File: src/include/gasket_cfg.svh
/* Stream widths for the host channel gasket, included by the RTL, the package
   and the testbench. The wide side is always twice the narrow side */
`ifndef GASKET_CFG_SVH
`define GASKET_CFG_SVH

// Host link beat width
`define GASKET_NARROW_BITS 64
`define GASKET_WIDE_BITS   (2 * `GASKET_NARROW_BITS)   // Accelerator beat

// One keep bit per byte
`define GASKET_NARROW_KEEP (`GASKET_NARROW_BITS / 8)
`define GASKET_WIDE_KEEP   (`GASKET_WIDE_BITS / 8)

`endif

File: src/gasket_pkg.sv
/* Types shared by the gasket RTL: beat field vectors for both widths and the
   state used when pairing or splitting beats */
`default_nettype none

`include "gasket_cfg.svh"

package gasket_pkg;

    // Narrow (host link) beat fields
    typedef logic [`GASKET_NARROW_BITS-1:0] narrow_data_t;
    typedef logic [`GASKET_NARROW_KEEP-1:0] narrow_keep_t;

    // Wide (accelerator) beat fields
    typedef logic [`GASKET_WIDE_BITS-1:0]   wide_data_t;
    typedef logic [`GASKET_WIDE_KEEP-1:0]   wide_keep_t;

    // Whether half a wide beat is waiting in the holding register
    typedef enum logic
    {
        HALF_EMPTY = 1'b0,
        HALF_HELD  = 1'b1
    } pair_state_e;

endpackage

`default_nettype wire

File: src/stream_skid.sv
/* Two-entry skid buffer for a narrow valid/ready stream. Registers both the
   forward path and in_tready, adding one cycle of latency */
`timescale 1ns/1ns
`default_nettype none

`include "gasket_cfg.svh"

module stream_skid
(
    input  logic                     clk,
    input  logic                     reset_n,

    input  logic                     in_tvalid,
    output logic                     in_tready,
    input  gasket_pkg::narrow_data_t in_tdata,
    input  gasket_pkg::narrow_keep_t in_tkeep,
    input  logic                     in_tlast,
    input  logic                     in_tsop,

    output logic                     out_tvalid,
    input  logic                     out_tready,
    output gasket_pkg::narrow_data_t out_tdata,
    output gasket_pkg::narrow_keep_t out_tkeep,
    output logic                     out_tlast,
    output logic                     out_tsop
);
    import gasket_pkg::*;

    narrow_data_t spare_tdata;
    narrow_keep_t spare_tkeep;
    logic         spare_tlast;
    logic         spare_tsop;
    logic         spare_valid;
    logic         spare_next;
    logic         in_xfer;
    logic         main_load;

    assign in_xfer   = in_tvalid && in_tready;
    assign main_load = !out_tvalid || out_tready;   // Main register free this cycle

    always_comb
    begin
        spare_next = spare_valid;
        if (main_load)
            spare_next = 1'b0;      // Spare drains into main
        else if (in_xfer)
            spare_next = 1'b1;      // Main stalled, park the new beat
    end

    always_ff @(posedge clk)
    begin
        if (!reset_n)
        begin
            out_tvalid  <= 1'b0;
            spare_valid <= 1'b0;
            in_tready   <= 1'b1;
        end
        else
        begin
            if (main_load)
                out_tvalid <= spare_valid || in_xfer;
            spare_valid <= spare_next;
            in_tready   <= !spare_next;
        end
    end

    always_ff @(posedge clk)
    begin
        if (main_load && spare_valid)
        begin
            out_tdata <= spare_tdata;
            out_tkeep <= spare_tkeep;
            out_tlast <= spare_tlast;
            out_tsop  <= spare_tsop;
        end
        else if (main_load && in_xfer)
        begin
            out_tdata <= in_tdata;
            out_tkeep <= in_tkeep;
            out_tlast <= in_tlast;
            out_tsop  <= in_tsop;
        end
        else if (in_xfer)
        begin
            spare_tdata <= in_tdata;
            spare_tkeep <= in_tkeep;
            spare_tlast <= in_tlast;
            spare_tsop  <= in_tsop;
        end
    end

    // A stalled output beat stays put until it is taken
    a_out_hold: assert property (@(posedge clk) disable iff (!reset_n)
        (out_tvalid && !out_tready) |=>
            (out_tvalid && $stable({out_tdata, out_tkeep, out_tlast, out_tsop})))
        else $error("stream_skid: output beat changed while stalled");

endmodule

`default_nettype wire

File: src/narrow_to_wide.sv
/* Receive combiner. Joins consecutive narrow beats of a packet into one wide beat,
   low half first; a lone final beat leaves with its upper half zeroed */
`timescale 1ns/1ns
`default_nettype none

`include "gasket_cfg.svh"

module narrow_to_wide
(
    input  logic                     clk,
    input  logic                     reset_n,

    input  logic                     in_tvalid,
    output logic                     in_tready,
    input  gasket_pkg::narrow_data_t in_tdata,
    input  gasket_pkg::narrow_keep_t in_tkeep,
    input  logic                     in_tlast,
    input  logic                     in_tsop,

    output logic                     out_tvalid,
    input  logic                     out_tready,
    output gasket_pkg::wide_data_t   out_tdata,
    output gasket_pkg::wide_keep_t   out_tkeep,
    output logic                     out_tlast,
    output logic                     out_tsop
);
    import gasket_pkg::*;

    pair_state_e  state;
    narrow_data_t held_tdata;
    narrow_keep_t held_tkeep;
    logic         held_tsop;
    logic         in_xfer;

    // A wide beat is ready once the pair is complete or the packet ends
    assign out_tvalid = in_tvalid && (state == HALF_HELD || in_tlast);
    assign in_tready  = out_tready || (state == HALF_EMPTY && !in_tlast);
    assign in_xfer    = in_tvalid && in_tready;

    always_comb
    begin
        out_tlast = in_tlast;
        if (state == HALF_HELD)
        begin
            out_tdata = {in_tdata, held_tdata};
            out_tkeep = {in_tkeep, held_tkeep};
            out_tsop  = held_tsop;      // Start of packet comes from the low beat
        end
        else
        begin
            out_tdata = {{`GASKET_NARROW_BITS{1'b0}}, in_tdata};
            out_tkeep = {{`GASKET_NARROW_KEEP{1'b0}}, in_tkeep};
            out_tsop  = in_tsop;
        end
    end

    always_ff @(posedge clk)
    begin
        if (!reset_n)
            state <= HALF_EMPTY;
        else if (in_xfer)
        begin
            if (state == HALF_EMPTY && !in_tlast)
                state <= HALF_HELD;
            else
                state <= HALF_EMPTY;
        end
    end

    always_ff @(posedge clk)
    begin
        if (in_xfer && state == HALF_EMPTY)
        begin
            held_tdata <= in_tdata;
            held_tkeep <= in_tkeep;
            held_tsop  <= in_tsop;
        end
    end

    // Only a final beat may be partial, so a held low half is always full
    a_held_full: assert property (@(posedge clk) disable iff (!reset_n)
        (out_tvalid && state == HALF_HELD) |-> (&out_tkeep[`GASKET_NARROW_KEEP-1:0]))
        else $error("narrow_to_wide: held low half has a partial keep");

endmodule

`default_nettype wire

File: src/wide_to_narrow.sv
/* Transmit splitter. Sends the low half of each wide beat at once, then the
   stored high half on the following cycle when it holds any bytes */
`timescale 1ns/1ns
`default_nettype none

`include "gasket_cfg.svh"

module wide_to_narrow
(
    input  logic                     clk,
    input  logic                     reset_n,

    input  logic                     in_tvalid,
    output logic                     in_tready,
    input  gasket_pkg::wide_data_t   in_tdata,
    input  gasket_pkg::wide_keep_t   in_tkeep,
    input  logic                     in_tlast,
    input  logic                     in_tsop,

    output logic                     out_tvalid,
    input  logic                     out_tready,
    output gasket_pkg::narrow_data_t out_tdata,
    output gasket_pkg::narrow_keep_t out_tkeep,
    output logic                     out_tlast,
    output logic                     out_tsop
);
    import gasket_pkg::*;

    pair_state_e  state;
    narrow_data_t held_tdata;
    narrow_keep_t held_tkeep;
    logic         held_tlast;
    logic         high_empty;
    logic         in_xfer;

    assign high_empty = ~|in_tkeep[`GASKET_WIDE_KEEP-1:`GASKET_NARROW_KEEP];
    assign in_tready  = out_tready && (state == HALF_EMPTY);   // Stall while high half waits
    assign in_xfer    = in_tvalid && in_tready;
    assign out_tvalid = in_tvalid || (state == HALF_HELD);

    always_comb
    begin
        if (state == HALF_HELD)
        begin
            out_tdata = held_tdata;
            out_tkeep = held_tkeep;
            out_tlast = held_tlast;
            out_tsop  = 1'b0;
        end
        else
        begin
            out_tdata = in_tdata[`GASKET_NARROW_BITS-1:0];
            out_tkeep = in_tkeep[`GASKET_NARROW_KEEP-1:0];
            out_tlast = in_tlast && high_empty;   // No second half to follow
            out_tsop  = in_tsop;
        end
    end

    always_ff @(posedge clk)
    begin
        if (!reset_n)
            state <= HALF_EMPTY;
        else if (state == HALF_HELD)
        begin
            if (out_tready)
                state <= HALF_EMPTY;
        end
        else if (in_xfer && !high_empty)
            state <= HALF_HELD;
    end

    always_ff @(posedge clk)
    begin
        if (in_xfer)
        begin
            held_tdata <= in_tdata[`GASKET_WIDE_BITS-1:`GASKET_NARROW_BITS];
            held_tkeep <= in_tkeep[`GASKET_WIDE_KEEP-1:`GASKET_NARROW_KEEP];
            held_tlast <= in_tlast;
        end
    end

    // Keep must be contiguous from byte 0
    a_keep_contig: assert property (@(posedge clk) disable iff (!reset_n)
        (in_tvalid && !high_empty) |-> (&in_tkeep[`GASKET_NARROW_KEEP-1:0]))
        else $error("wide_to_narrow: high keep set with a partial low half");

endmodule

`default_nettype wire

File: src/host_chan_gasket.sv
/* Top of the host channel width gasket. Receive path packs host beats for the
   accelerator, transmit path splits accelerator beats for the host */
`timescale 1ns/1ns
`default_nettype none

`include "gasket_cfg.svh"

module host_chan_gasket
(
    input  logic                     clk,
    input  logic                     reset_n,

    input  logic                     host_rx_tvalid,
    output logic                     host_rx_tready,
    input  gasket_pkg::narrow_data_t host_rx_tdata,
    input  gasket_pkg::narrow_keep_t host_rx_tkeep,
    input  logic                     host_rx_tlast,
    input  logic                     host_rx_tsop,

    output logic                     afu_rx_tvalid,
    input  logic                     afu_rx_tready,
    output gasket_pkg::wide_data_t   afu_rx_tdata,
    output gasket_pkg::wide_keep_t   afu_rx_tkeep,
    output logic                     afu_rx_tlast,
    output logic                     afu_rx_tsop,

    input  logic                     afu_tx_tvalid,
    output logic                     afu_tx_tready,
    input  gasket_pkg::wide_data_t   afu_tx_tdata,
    input  gasket_pkg::wide_keep_t   afu_tx_tkeep,
    input  logic                     afu_tx_tlast,
    input  logic                     afu_tx_tsop,

    output logic                     host_tx_tvalid,
    input  logic                     host_tx_tready,
    output gasket_pkg::narrow_data_t host_tx_tdata,
    output gasket_pkg::narrow_keep_t host_tx_tkeep,
    output logic                     host_tx_tlast,
    output logic                     host_tx_tsop
);
    import gasket_pkg::*;

    // Receive skid to combiner
    logic         rx_mid_tvalid;
    logic         rx_mid_tready;
    narrow_data_t rx_mid_tdata;
    narrow_keep_t rx_mid_tkeep;
    logic         rx_mid_tlast;
    logic         rx_mid_tsop;

    // Splitter to transmit skid
    logic         tx_mid_tvalid;
    logic         tx_mid_tready;
    narrow_data_t tx_mid_tdata;
    narrow_keep_t tx_mid_tkeep;
    logic         tx_mid_tlast;
    logic         tx_mid_tsop;

    stream_skid rx_skid
    (
        .clk        (clk),
        .reset_n    (reset_n),
        .in_tvalid  (host_rx_tvalid),
        .in_tready  (host_rx_tready),
        .in_tdata   (host_rx_tdata),
        .in_tkeep   (host_rx_tkeep),
        .in_tlast   (host_rx_tlast),
        .in_tsop    (host_rx_tsop),
        .out_tvalid (rx_mid_tvalid),
        .out_tready (rx_mid_tready),
        .out_tdata  (rx_mid_tdata),
        .out_tkeep  (rx_mid_tkeep),
        .out_tlast  (rx_mid_tlast),
        .out_tsop   (rx_mid_tsop)
    );

    narrow_to_wide rx_pack
    (
        .clk        (clk),
        .reset_n    (reset_n),
        .in_tvalid  (rx_mid_tvalid),
        .in_tready  (rx_mid_tready),
        .in_tdata   (rx_mid_tdata),
        .in_tkeep   (rx_mid_tkeep),
        .in_tlast   (rx_mid_tlast),
        .in_tsop    (rx_mid_tsop),
        .out_tvalid (afu_rx_tvalid),
        .out_tready (afu_rx_tready),
        .out_tdata  (afu_rx_tdata),
        .out_tkeep  (afu_rx_tkeep),
        .out_tlast  (afu_rx_tlast),
        .out_tsop   (afu_rx_tsop)
    );

    wide_to_narrow tx_split
    (
        .clk        (clk),
        .reset_n    (reset_n),
        .in_tvalid  (afu_tx_tvalid),
        .in_tready  (afu_tx_tready),
        .in_tdata   (afu_tx_tdata),
        .in_tkeep   (afu_tx_tkeep),
        .in_tlast   (afu_tx_tlast),
        .in_tsop    (afu_tx_tsop),
        .out_tvalid (tx_mid_tvalid),
        .out_tready (tx_mid_tready),
        .out_tdata  (tx_mid_tdata),
        .out_tkeep  (tx_mid_tkeep),
        .out_tlast  (tx_mid_tlast),
        .out_tsop   (tx_mid_tsop)
    );

    stream_skid tx_skid
    (
        .clk        (clk),
        .reset_n    (reset_n),
        .in_tvalid  (tx_mid_tvalid),
        .in_tready  (tx_mid_tready),
        .in_tdata   (tx_mid_tdata),
        .in_tkeep   (tx_mid_tkeep),
        .in_tlast   (tx_mid_tlast),
        .in_tsop    (tx_mid_tsop),
        .out_tvalid (host_tx_tvalid),
        .out_tready (host_tx_tready),
        .out_tdata  (host_tx_tdata),
        .out_tkeep  (host_tx_tkeep),
        .out_tlast  (host_tx_tlast),
        .out_tsop   (host_tx_tsop)
    );

endmodule

`default_nettype wire

File: config.mk
export PLATFORM = sky130hd
export DESIGN_NAME = host_chan_gasket
export DESIGN_NICKNAME = d
export VERILOG_FILES = /design/src/gasket_pkg.sv /design/src/stream_skid.sv /design/src/narrow_to_wide.sv /design/src/wide_to_narrow.sv /design/src/host_chan_gasket.sv
export VERILOG_INCLUDE_DIRS = /design/src /design/src/include
export SDC_FILE = /design/constraint.sdc
export NUM_CORES = 1
export LEC_CHECK = 0
export ABC_AREA = 1
export BUFFER_PORTS_ARGS = -buffer_cell sky130_fd_sc_hd__buf_2
export CAP_MARGIN = 20
export CORE_UTILIZATION = 48
export CTS_CLUSTER_DIAMETER = 80
export DETAILED_ROUTE_END_ITERATION = 8
export PLACE_DENSITY = 0.83
export SLEW_MARGIN = 10
export SYNTH_ARGS = -nofsm -noshare
export SYNTH_HDL_FRONTEND = slang
export SYNTH_SLANG_ARGS = --single-unit
File: constraint.sdc
create_clock -name clk -period 7.3 [get_ports clk]
set_input_delay 1.46 -clock clk [delete_from_list [all_inputs] [get_ports clk]]
set_output_delay 1.46 -clock clk [all_outputs]
set_load 0.01 [all_outputs]
## After elaboration in Yosys (flattened, before gate mapping)

Index checks and enable logic that the tools add are counted.

- Register bits: 450
- Output and inout bits: 224
- Word-level logic and storage cells: 99

- Mux-type cells: 31
- Bitwise gates (word level): 6
- Reductions and logical operators: 32

Operator list:

| operator | count |
|---|---|
| 2-to-1 mux 64 bit | 5 |
| 2-to-1 mux 128 bit | 1 |
| 2-to-1 mux 8 bit | 5 |
| 2-to-1 mux 1 bit | 19 |
| 2-to-1 mux 16 bit | 1 |
| logical AND 1 bit | 14 |
| OR reduction 8 bit | 1 |
| logical OR 1 bit | 7 |
| zero test 1 bit | 6 |
| NOT 1 bit | 6 |
| AND reduction 3 bit | 2 |
| nonzero test 2 bit | 2 |

## Logic depth before layout (Yosys ltp)

Gate-level depths: netlist of run 1.

- Depth in word-level cells: 7
- Gate-level depth with buffers: 9
- Mapped depth without buffers: 7

## Modules after synthesis

A second synthesis of run 1 with hierarchy kept.

- Cells, all modules: 1470
- Area, all modules: 18410.2 sq um

Modules (own cells, without submodules):

| module | times used | cells each | area an instance (sq um) | seq. area each (sq um) |
|---|---|---|---|---|
| stream_skid | 2 | 411 | 5620.4 | 4504.3 |
| narrow_to_wide | 1 | 320 | 3882.5 | 2212.1 |
| wide_to_narrow | 1 | 328 | 3286.9 | 2212.1 |

## Worst setup path after synthesis of run 1

Ideal clock, no wire load.

- Kind: input-to-reg
- From: in afu_rx_tready
- To: reg rx_pack.held_tdata[0] (enable)
- Library setup time: 613 ps
- Arrival time: 6764 ps
- Path slack: -77 ps
- Stages: 2
- Buffers on the path: 0
- Cells stage by stage: inv_1 > a211oi_1

- Longest elaborated chain between the ends: 3

Ends and longest elaborated chain:

| what | RTL line | RTL |
|---|---|---|
| start, declared | host_chan_gasket.sv:21 | `input logic afu_rx_tready,` |
| logical OR 1 bit | narrow_to_wide.sv:37 | `assign in_tready = out_tready \|\| (state == HALF_EMPTY && !in_tlast);` |
| logical AND 1 bit | narrow_to_wide.sv:38 | `assign in_xfer = in_tvalid && in_tready;` |
| logical AND 1 bit | narrow_to_wide.sv:72 | `if (in_xfer && state == HALF_EMPTY)` |
| end signal, assigned | narrow_to_wide.sv:74 | `held_tdata <= in_tdata;` |
| end, declared | narrow_to_wide.sv:30 | `narrow_data_t held_tdata;` |

No other way between the ends.
A chain may end at the register's enable or synchronous reset.

## Worst setup path in the final report of run 1

- From: reg rx_pack.state
- To: reg rx_skid.spare_tdata[46] (enable)

- Longest elaborated chain between the ends: 7

Ends and longest elaborated chain:

| what | RTL line | RTL |
|---|---|---|
| start, declared | narrow_to_wide.sv:29 | `pair_state_e state;` |
| start signal, assigned | narrow_to_wide.sv:60 | `state <= HALF_EMPTY;` |
| start signal, assigned | narrow_to_wide.sv:64 | `state <= HALF_HELD;` |
| start signal, assigned | narrow_to_wide.sv:66 | `state <= HALF_EMPTY;` |
| NOT 1 bit * | narrow_to_wide.sv:37 |  |
| logical AND 1 bit * | narrow_to_wide.sv:37 |  |
| logical OR 1 bit * | narrow_to_wide.sv:37 |  |
| logical OR 1 bit * | stream_skid.sv:39 | `assign main_load = !out_tvalid \|\| out_tready;` |
| logical AND 1 bit, on equally long branches | stream_skid.sv:69, stream_skid.sv:76 |  |
| NOT 1 bit (no source line) | - |  |
| AND reduction 3 bit (no source line) * | - |  |
| end signal, assigned | stream_skid.sv:85 | `spare_tdata <= in_tdata;` |
| end, declared | stream_skid.sv:29 | `narrow_data_t spare_tdata;` |

Every way passes the cells marked *; elsewhere a longest branch is shown, timed or not.

==> results of run 1 <==
-- cells by family (layout without fill, tap and decap cells) --
logic type             after synthesis  in the layout  synth area share, %
AND/OR/NAND/NOR                    982            982                21.24
other                                0             26                    0
AO/OA/AOI/OAI                        8              8               0.2359
buffers and inverters              170            643                4.031
flip-flops                         450            450                74.49
-- final timing paths --
| path | startpoint | to | depth (start not counted) |
|---|---|---|---|
| setup / recovery | rx_pack.state | rx_skid.spare_tdata[46] | 7 |
| setup reg to reg | rx_pack.state | rx_skid.spare_tdata[46] | 7 |
| hold reg to reg | rx_skid.out_tsop | rx_pack.held_tsop | 0 |
| hold / removal | rx_skid.out_tsop | rx_pack.held_tsop | 0 |
-- flip-flops by register name (all words and copies together) (netlist names), 8 cells and up --
register and flops:
tx_skid.out_tkeep 8, tx_split.held_tdata 64, tx_skid.spare_tdata 64, rx_pack.held_tdata 64, rx_skid.spare_tkeep 8, rx_skid.out_tdata 64
tx_split.held_tkeep 8, rx_skid.spare_tdata 64, rx_pack.held_tkeep 8, tx_skid.spare_tkeep 8, tx_skid.out_tdata 64, rx_skid.out_tkeep 8
-- final cells by class --
cell class / count / area share, %
clock inverter: 36 / 1.602
tap: 468 / 2.621
multi-input combinational: 990 / 17.55
clock buffer: 54 / 5.573
timing repair buffer: 463 / 10.68
sequential: 450 / 60.16
inverter: 90 / 1.518
antenna: 26 / 0.2913
-- power breakdown --
part           internal [mW]  leakage [nW]  switching (mW)  total [mW]
combinational          0.186          5.38           0.369       0.555
sequential              3.04          4.25          0.0658        3.11
clock                   1.45         0.781           0.994        2.44
total                   4.67          10.4            1.43        6.10
-- synth_stat cells --
| cell type | count |
|---|---|
| a211oi_1 | 1 |
| a21oi_1 | 4 |
| and3_1 | 1 |
| buf_1 | 6 |
| buf_2 | 38 |
| buf_4 | 5 |
| buf_6 | 3 |
| clkbuf_1 | 28 |
| dfxtp_1 | 8 |
| edfxtp_1 | 442 |
| inv_1 | 88 |
| inv_2 | 2 |
| nand2_1 | 887 |
| nand2_2 | 1 |
| nand2_4 | 1 |
| nand3_1 | 75 |
| nor2_1 | 14 |
| nor2_8 | 2 |
| nor3_2 | 1 |
| o21ai_0 | 3 |
-- routing by layer --
metal  share of wire (%)  routed length [um]  up-vias
li1                    -                   -     6151
met1                  38               17300     6134
met2                  49               22090      627
met3                 7.4                3376      143
met4                 5.7                2588        4
met5               0.057                  26        -
-- critical path, stage by stage, from the launching register on --
cell,delay [ns]
dfxtp_4,0.54
buf_4,0.38
buf_16,0.34
nor2_8,0.08
nor2_8,0.10
nand2_4,0.45
nor2_4,0.99
buf_4,0.61
==> qor.yml, run 1 <==
outcome:
  status: "complete, no violations"
clock_network:
  path_clk_slew_ns: 0.06
  cts-buffers-inserted: 48
  cts_resized: 0
  post-cts-setup-buffers: 0
  cts_tree: "done"
  clk_latency_ns: 0.57
  clock_sinks: 450
  cts-htree-levels: 2
  cts_hold_buffers: 0
  cts-root-buf: "clkbuf_16"
  clk_path_buf_depth: 3
routing:
  wl_um: 45380
  vias: 13059
  vias_per_cell: 5.068
  drc: 0
  firstDrtPassIters: 5
  final_antenna_net_count: 0
  first_iter_violations: 864
  avgRoutedWirePerCell_um: 17.61
synthesis:
  syn-num-nets: 1836
  synthCells: 1610
  synth.avg_cell_area_um2: 11.20
  syn_area_um2: 18030
  synth_area_leaders: "edfxtp_1, nand2_1, nand3_1, inv_1, buf_2"
  ys_seq_elements: 450
  synth_warnings: 0
  ys_types: 20
  yosysSeqAreaShare_pct: 74.49
  yosysTopAreaCellShare_pct: 73.60
  yosys.area.top_type: "edfxtp_1"
finish:
  area_delta_synth_final_pct: 23.87
  layout.cells.most_common_list: "nand2_1, buf_2, edfxtp_1"
  n_fill_cell: 2803
  layout-drive-gt1-share_pct: 26.64
  multi_input_area_um2: 3921
  layout_commonest_cell: "nand2_1"
  final-seq-area_um2: 13440
  stdcell_area_um2: 22340
  final_util_pct: 60.72
  num-nets-final: 2269
  fin_cells: 2577
worst_setup_path:
  crit_path_start_kind: "flop"
  rrSetupSlack_ns: 3.35
  end_kind: "flop"
  timing_worst_setup_path_type: "reg2reg"
  critPathRequiredTime_ns: 7.50
  cp.arrival_ns: 4.15
  cp_max_fo: 88
grt:
  track_usage_pct: 23.31
  antenna_found_initial: 27
  first_global_vias: 12836
  grt_pass1_wl_um: 69010
  grt_use_met2_pct: 38.32
  grt-busiest-layer: "met2"
  gr-usage-met1_pct: 27.96
  grt_max_degree: 117
  grt_overflow: 0
  use_met3_pct: 4.951
timing:
  hold_viol_final: 0
  setup-violations-final: 0
  slew_violations: 0
  max_freq_mhz: 253.0
  fin_crit_sh_pct: 54.14
  finalSetupTns_ns: 0
  skew_ns: 0.01470
  tightest_slew_ns: 1.075
  holdWs_ns: 0.4529
  relSlewSlack_pct: 28.36
  min_period_ns: 3.952
  rsz0062_at_grt: "no"
  worst_slack_ns: 3.348
placement:
  port_buffers: 449
  placed_cell_area_um2: 20640
  dpl.hpwl_um: 30120
  dp_slack_ns: 3.033
  dp.cells: 2460
  place_congestion: 0.8781
flow_run:
  cap_violations: 0
floorplan:
  io_pins: 450
  core-area_um2: 36790
  die_w_um: 195.8
  die_area_um2: 38350
  initial_core_util_pct: 49.02
  rows: 70
  die_h_um: 195.8
power_and_ir_drop:
  total_power_mw: 6.103
  p_leak_nw: 10.41
  ir_drop_v: 0.0002350
  powerDensity_nw_per_um2: 273.2
hold_path:
  hold_path.class: "reg2reg"
No activity file was read; power rests on OpenSTA's default activity.
==> run 2, diff against run 1 <==
- clock period: 7.3 -> 3.3 ns (I/O delays scaled with it)
==> qor.yml, run 2 (synthesis results as in run 1) <==
routing:
  vias: 13013  # was 13.06k
  firstDrtPassIters: 8  # was 5
  final_antenna_net_count: 0  # unchanged
  vias_per_cell: 5.059  # was 5.068
  wl_um: 45700  # was 45380 um
  drc: 0  # unchanged
  avgRoutedWirePerCell_um: 17.77  # was 17.61 um
  first_iter_violations: 951  # was 864
floorplan:
  die_h_um: 195.8  # unchanged
  core-area_um2: 36790  # unchanged
  io_pins: 450  # unchanged
  rows: 70  # unchanged
  die_w_um: 195.8  # unchanged
  initial_core_util_pct: 49.02  # unchanged
  die_area_um2: 38350  # unchanged
power_and_ir_drop:
  powerDensity_nw_per_um2: 589.4  # was 273.2 nW/um^2
  p_leak_nw: 10.40  # was 10.41 nW
  ir_drop_v: 0.0004084  # was 0.0002350 V
timing:
  min_period_ns: 2.804
  max_freq_mhz: 356.6
  finalSetupTns_ns: 0  # unchanged
  slew_violations: 0  # unchanged
  fin_crit_sh_pct: 84.97
  skew_ns: 0.02595  # was 0.01470 ns
  relSlewSlack_pct: 36.31  # was 28.36%
  worst_slack_ns: 0.4960  # was 3.348 ns
  rsz0062_at_grt: "no"  # unchanged
  holdWs_ns: 0.2786  # was 0.4529 ns
  hold_viol_final: 0  # unchanged
  setup-violations-final: 0  # unchanged
  tightest_slew_ns: 0.9554  # was 1.075 ns
clock_network:
  cts_hold_buffers: 0  # unchanged
  clk_latency_ns: 0.56  # was 0.57 ns
  cts-htree-levels: 2  # unchanged
  clock_sinks: 450  # unchanged
  cts-root-buf: "clkbuf_16"  # unchanged
  cts_tree: "done"  # unchanged
  clk_path_buf_depth: 3  # unchanged
  cts-buffers-inserted: 46  # was 48
  cts_resized: 0  # unchanged
  path_clk_slew_ns: 0.06  # about the same
  post-cts-setup-buffers: 0  # unchanged
placement:
  placed_cell_area_um2: 20810  # was 20640 um^2
  port_buffers: 449  # unchanged
  dp_slack_ns: 0.8866  # was 3.033 ns
  place_congestion: 0.9102  # was 0.8781
  dpl.hpwl_um: 31010  # was 30120 um
worst_setup_path:
  end_kind: "output pin"  # was flop
  worstReg2RegStart: "rx_pack.state"  # unchanged
  reg2reg_depth: 7  # unchanged
  r2r_end: "rx_skid.out_tdata[32]"  # was rx_skid.spare_tdata[46]
  cp.arrival_ns: 2.14  # was 4.15 ns
  cp_max_fo: 102  # was 88
  crit_path_start_kind: "flop"  # unchanged
  timing_worst_setup_path_type: "reg2out"  # was reg2reg
  rrSetupSlack_ns: 0.93  # was 3.35 ns
  critPathRequiredTime_ns: 2.64  # was 7.50 ns
finish:
  stdcell_area_um2: 22310  # was 22340 um^2
  layout.cells.most_common_list: "nand2_1, buf_2, edfxtp_1"  # unchanged
  area_delta_synth_final_pct: 23.71  # was 23.87%
  n_fill_cell: 2743  # was 2803
  num-nets-final: 2275  # was 2269
  layout_commonest_cell: "nand2_1"  # unchanged
  layout-drive-gt1-share_pct: 26.57  # was 26.64%
grt:
  grt_overflow: 0  # unchanged
  antenna_found_initial: 23  # was 27
  track_usage_pct: 23.50  # was 23.31%
  grt_pass1_wl_um: 69560  # was 69010 um
  first_global_vias: 12853  # was 12.84k
  grt_max_degree: 103  # was 117
outcome:
  status: "complete, no violations"  # unchanged
hold_path:
  holdPathEnd: "tx_split.held_tdata[58]"  # was rx_pack.held_tsop
  hold_depth: 1  # was 0
  hold_path.class: "in2reg"  # was reg2reg
  hp-start: "afu_tx_tdata[122]"  # was rx_skid.out_tsop
flow_run:
  cap_violations: 0  # unchanged
[run 2: how the worst max path moves through the flow]
stage,start,to,depth (start not counted)
final,rx_pack.state,afu_rx_tkeep[2],4
after global routing,rx_pack.state,afu_rx_tdata[49],4
after CTS,rx_pack.state,afu_rx_tkeep[2],4
after detailed placement,afu_rx_tready,rx_skid.out_tdata[15],7
after global placement,afu_rx_tready,rx_skid.out_tdata[50],7
after floorplan,afu_tx_tvalid,tx_skid.out_tdata[0],4
[run 2: final cells by class]
cell class,instances,area (um^2),area share [%]
inverters,90,337.8,1.514
diodes,19,47.55,0.2131
clock inverters,23,225.2,1.009
well taps,468,585.6,2.625
clock buffers,61,1229,5.507
repair buffers,471,2525,11.32
multi-input cells,990,3921,17.58
flip-flops and latches,450,13440,60.24
[run 2: stage by stage]
step / instances / util, % / total power, mW
after floorplan: 1610 / - / 7.592
after global placement: 2469 / 56.57 / 8.177
after detailed placement: 2469 / 56.57 / 8.231
after CTS: 2553 / 60.52 / 13.24
after global routing: 2568 / 60.62 / 13.56
final: 2572 / 60.65 / 13.15
[run 2: critical path, stage by stage (launching register included)]
cell	delay [ns]
dfxtp_4	0.70
buf_12	0.44
nand2_1	0.09
nand2_1	0.16
buf_2	0.17
[run 2: per-layer routing]
metal	GRT usage [%]	wire, um	part of all wire [%]	up-vias
met5	0	65	0.14	-
li1	-	-	-	6154
met3	5.759	3898	8.5	149
met4	13.92	2552	5.6	10
met2	39.46	22330	49	676
met1	27.46	16850	37	6024
[run 2: report_power, final]
group / internal (mW) / leakage, nW / total, mW / switching, mW
clock network: 2.94 / 0.709 / 5.03 / 2.09
registers: 6.72 / 4.25 / 6.87 / 0.147
logic: 0.426 / 5.45 / 1.26 / 0.829
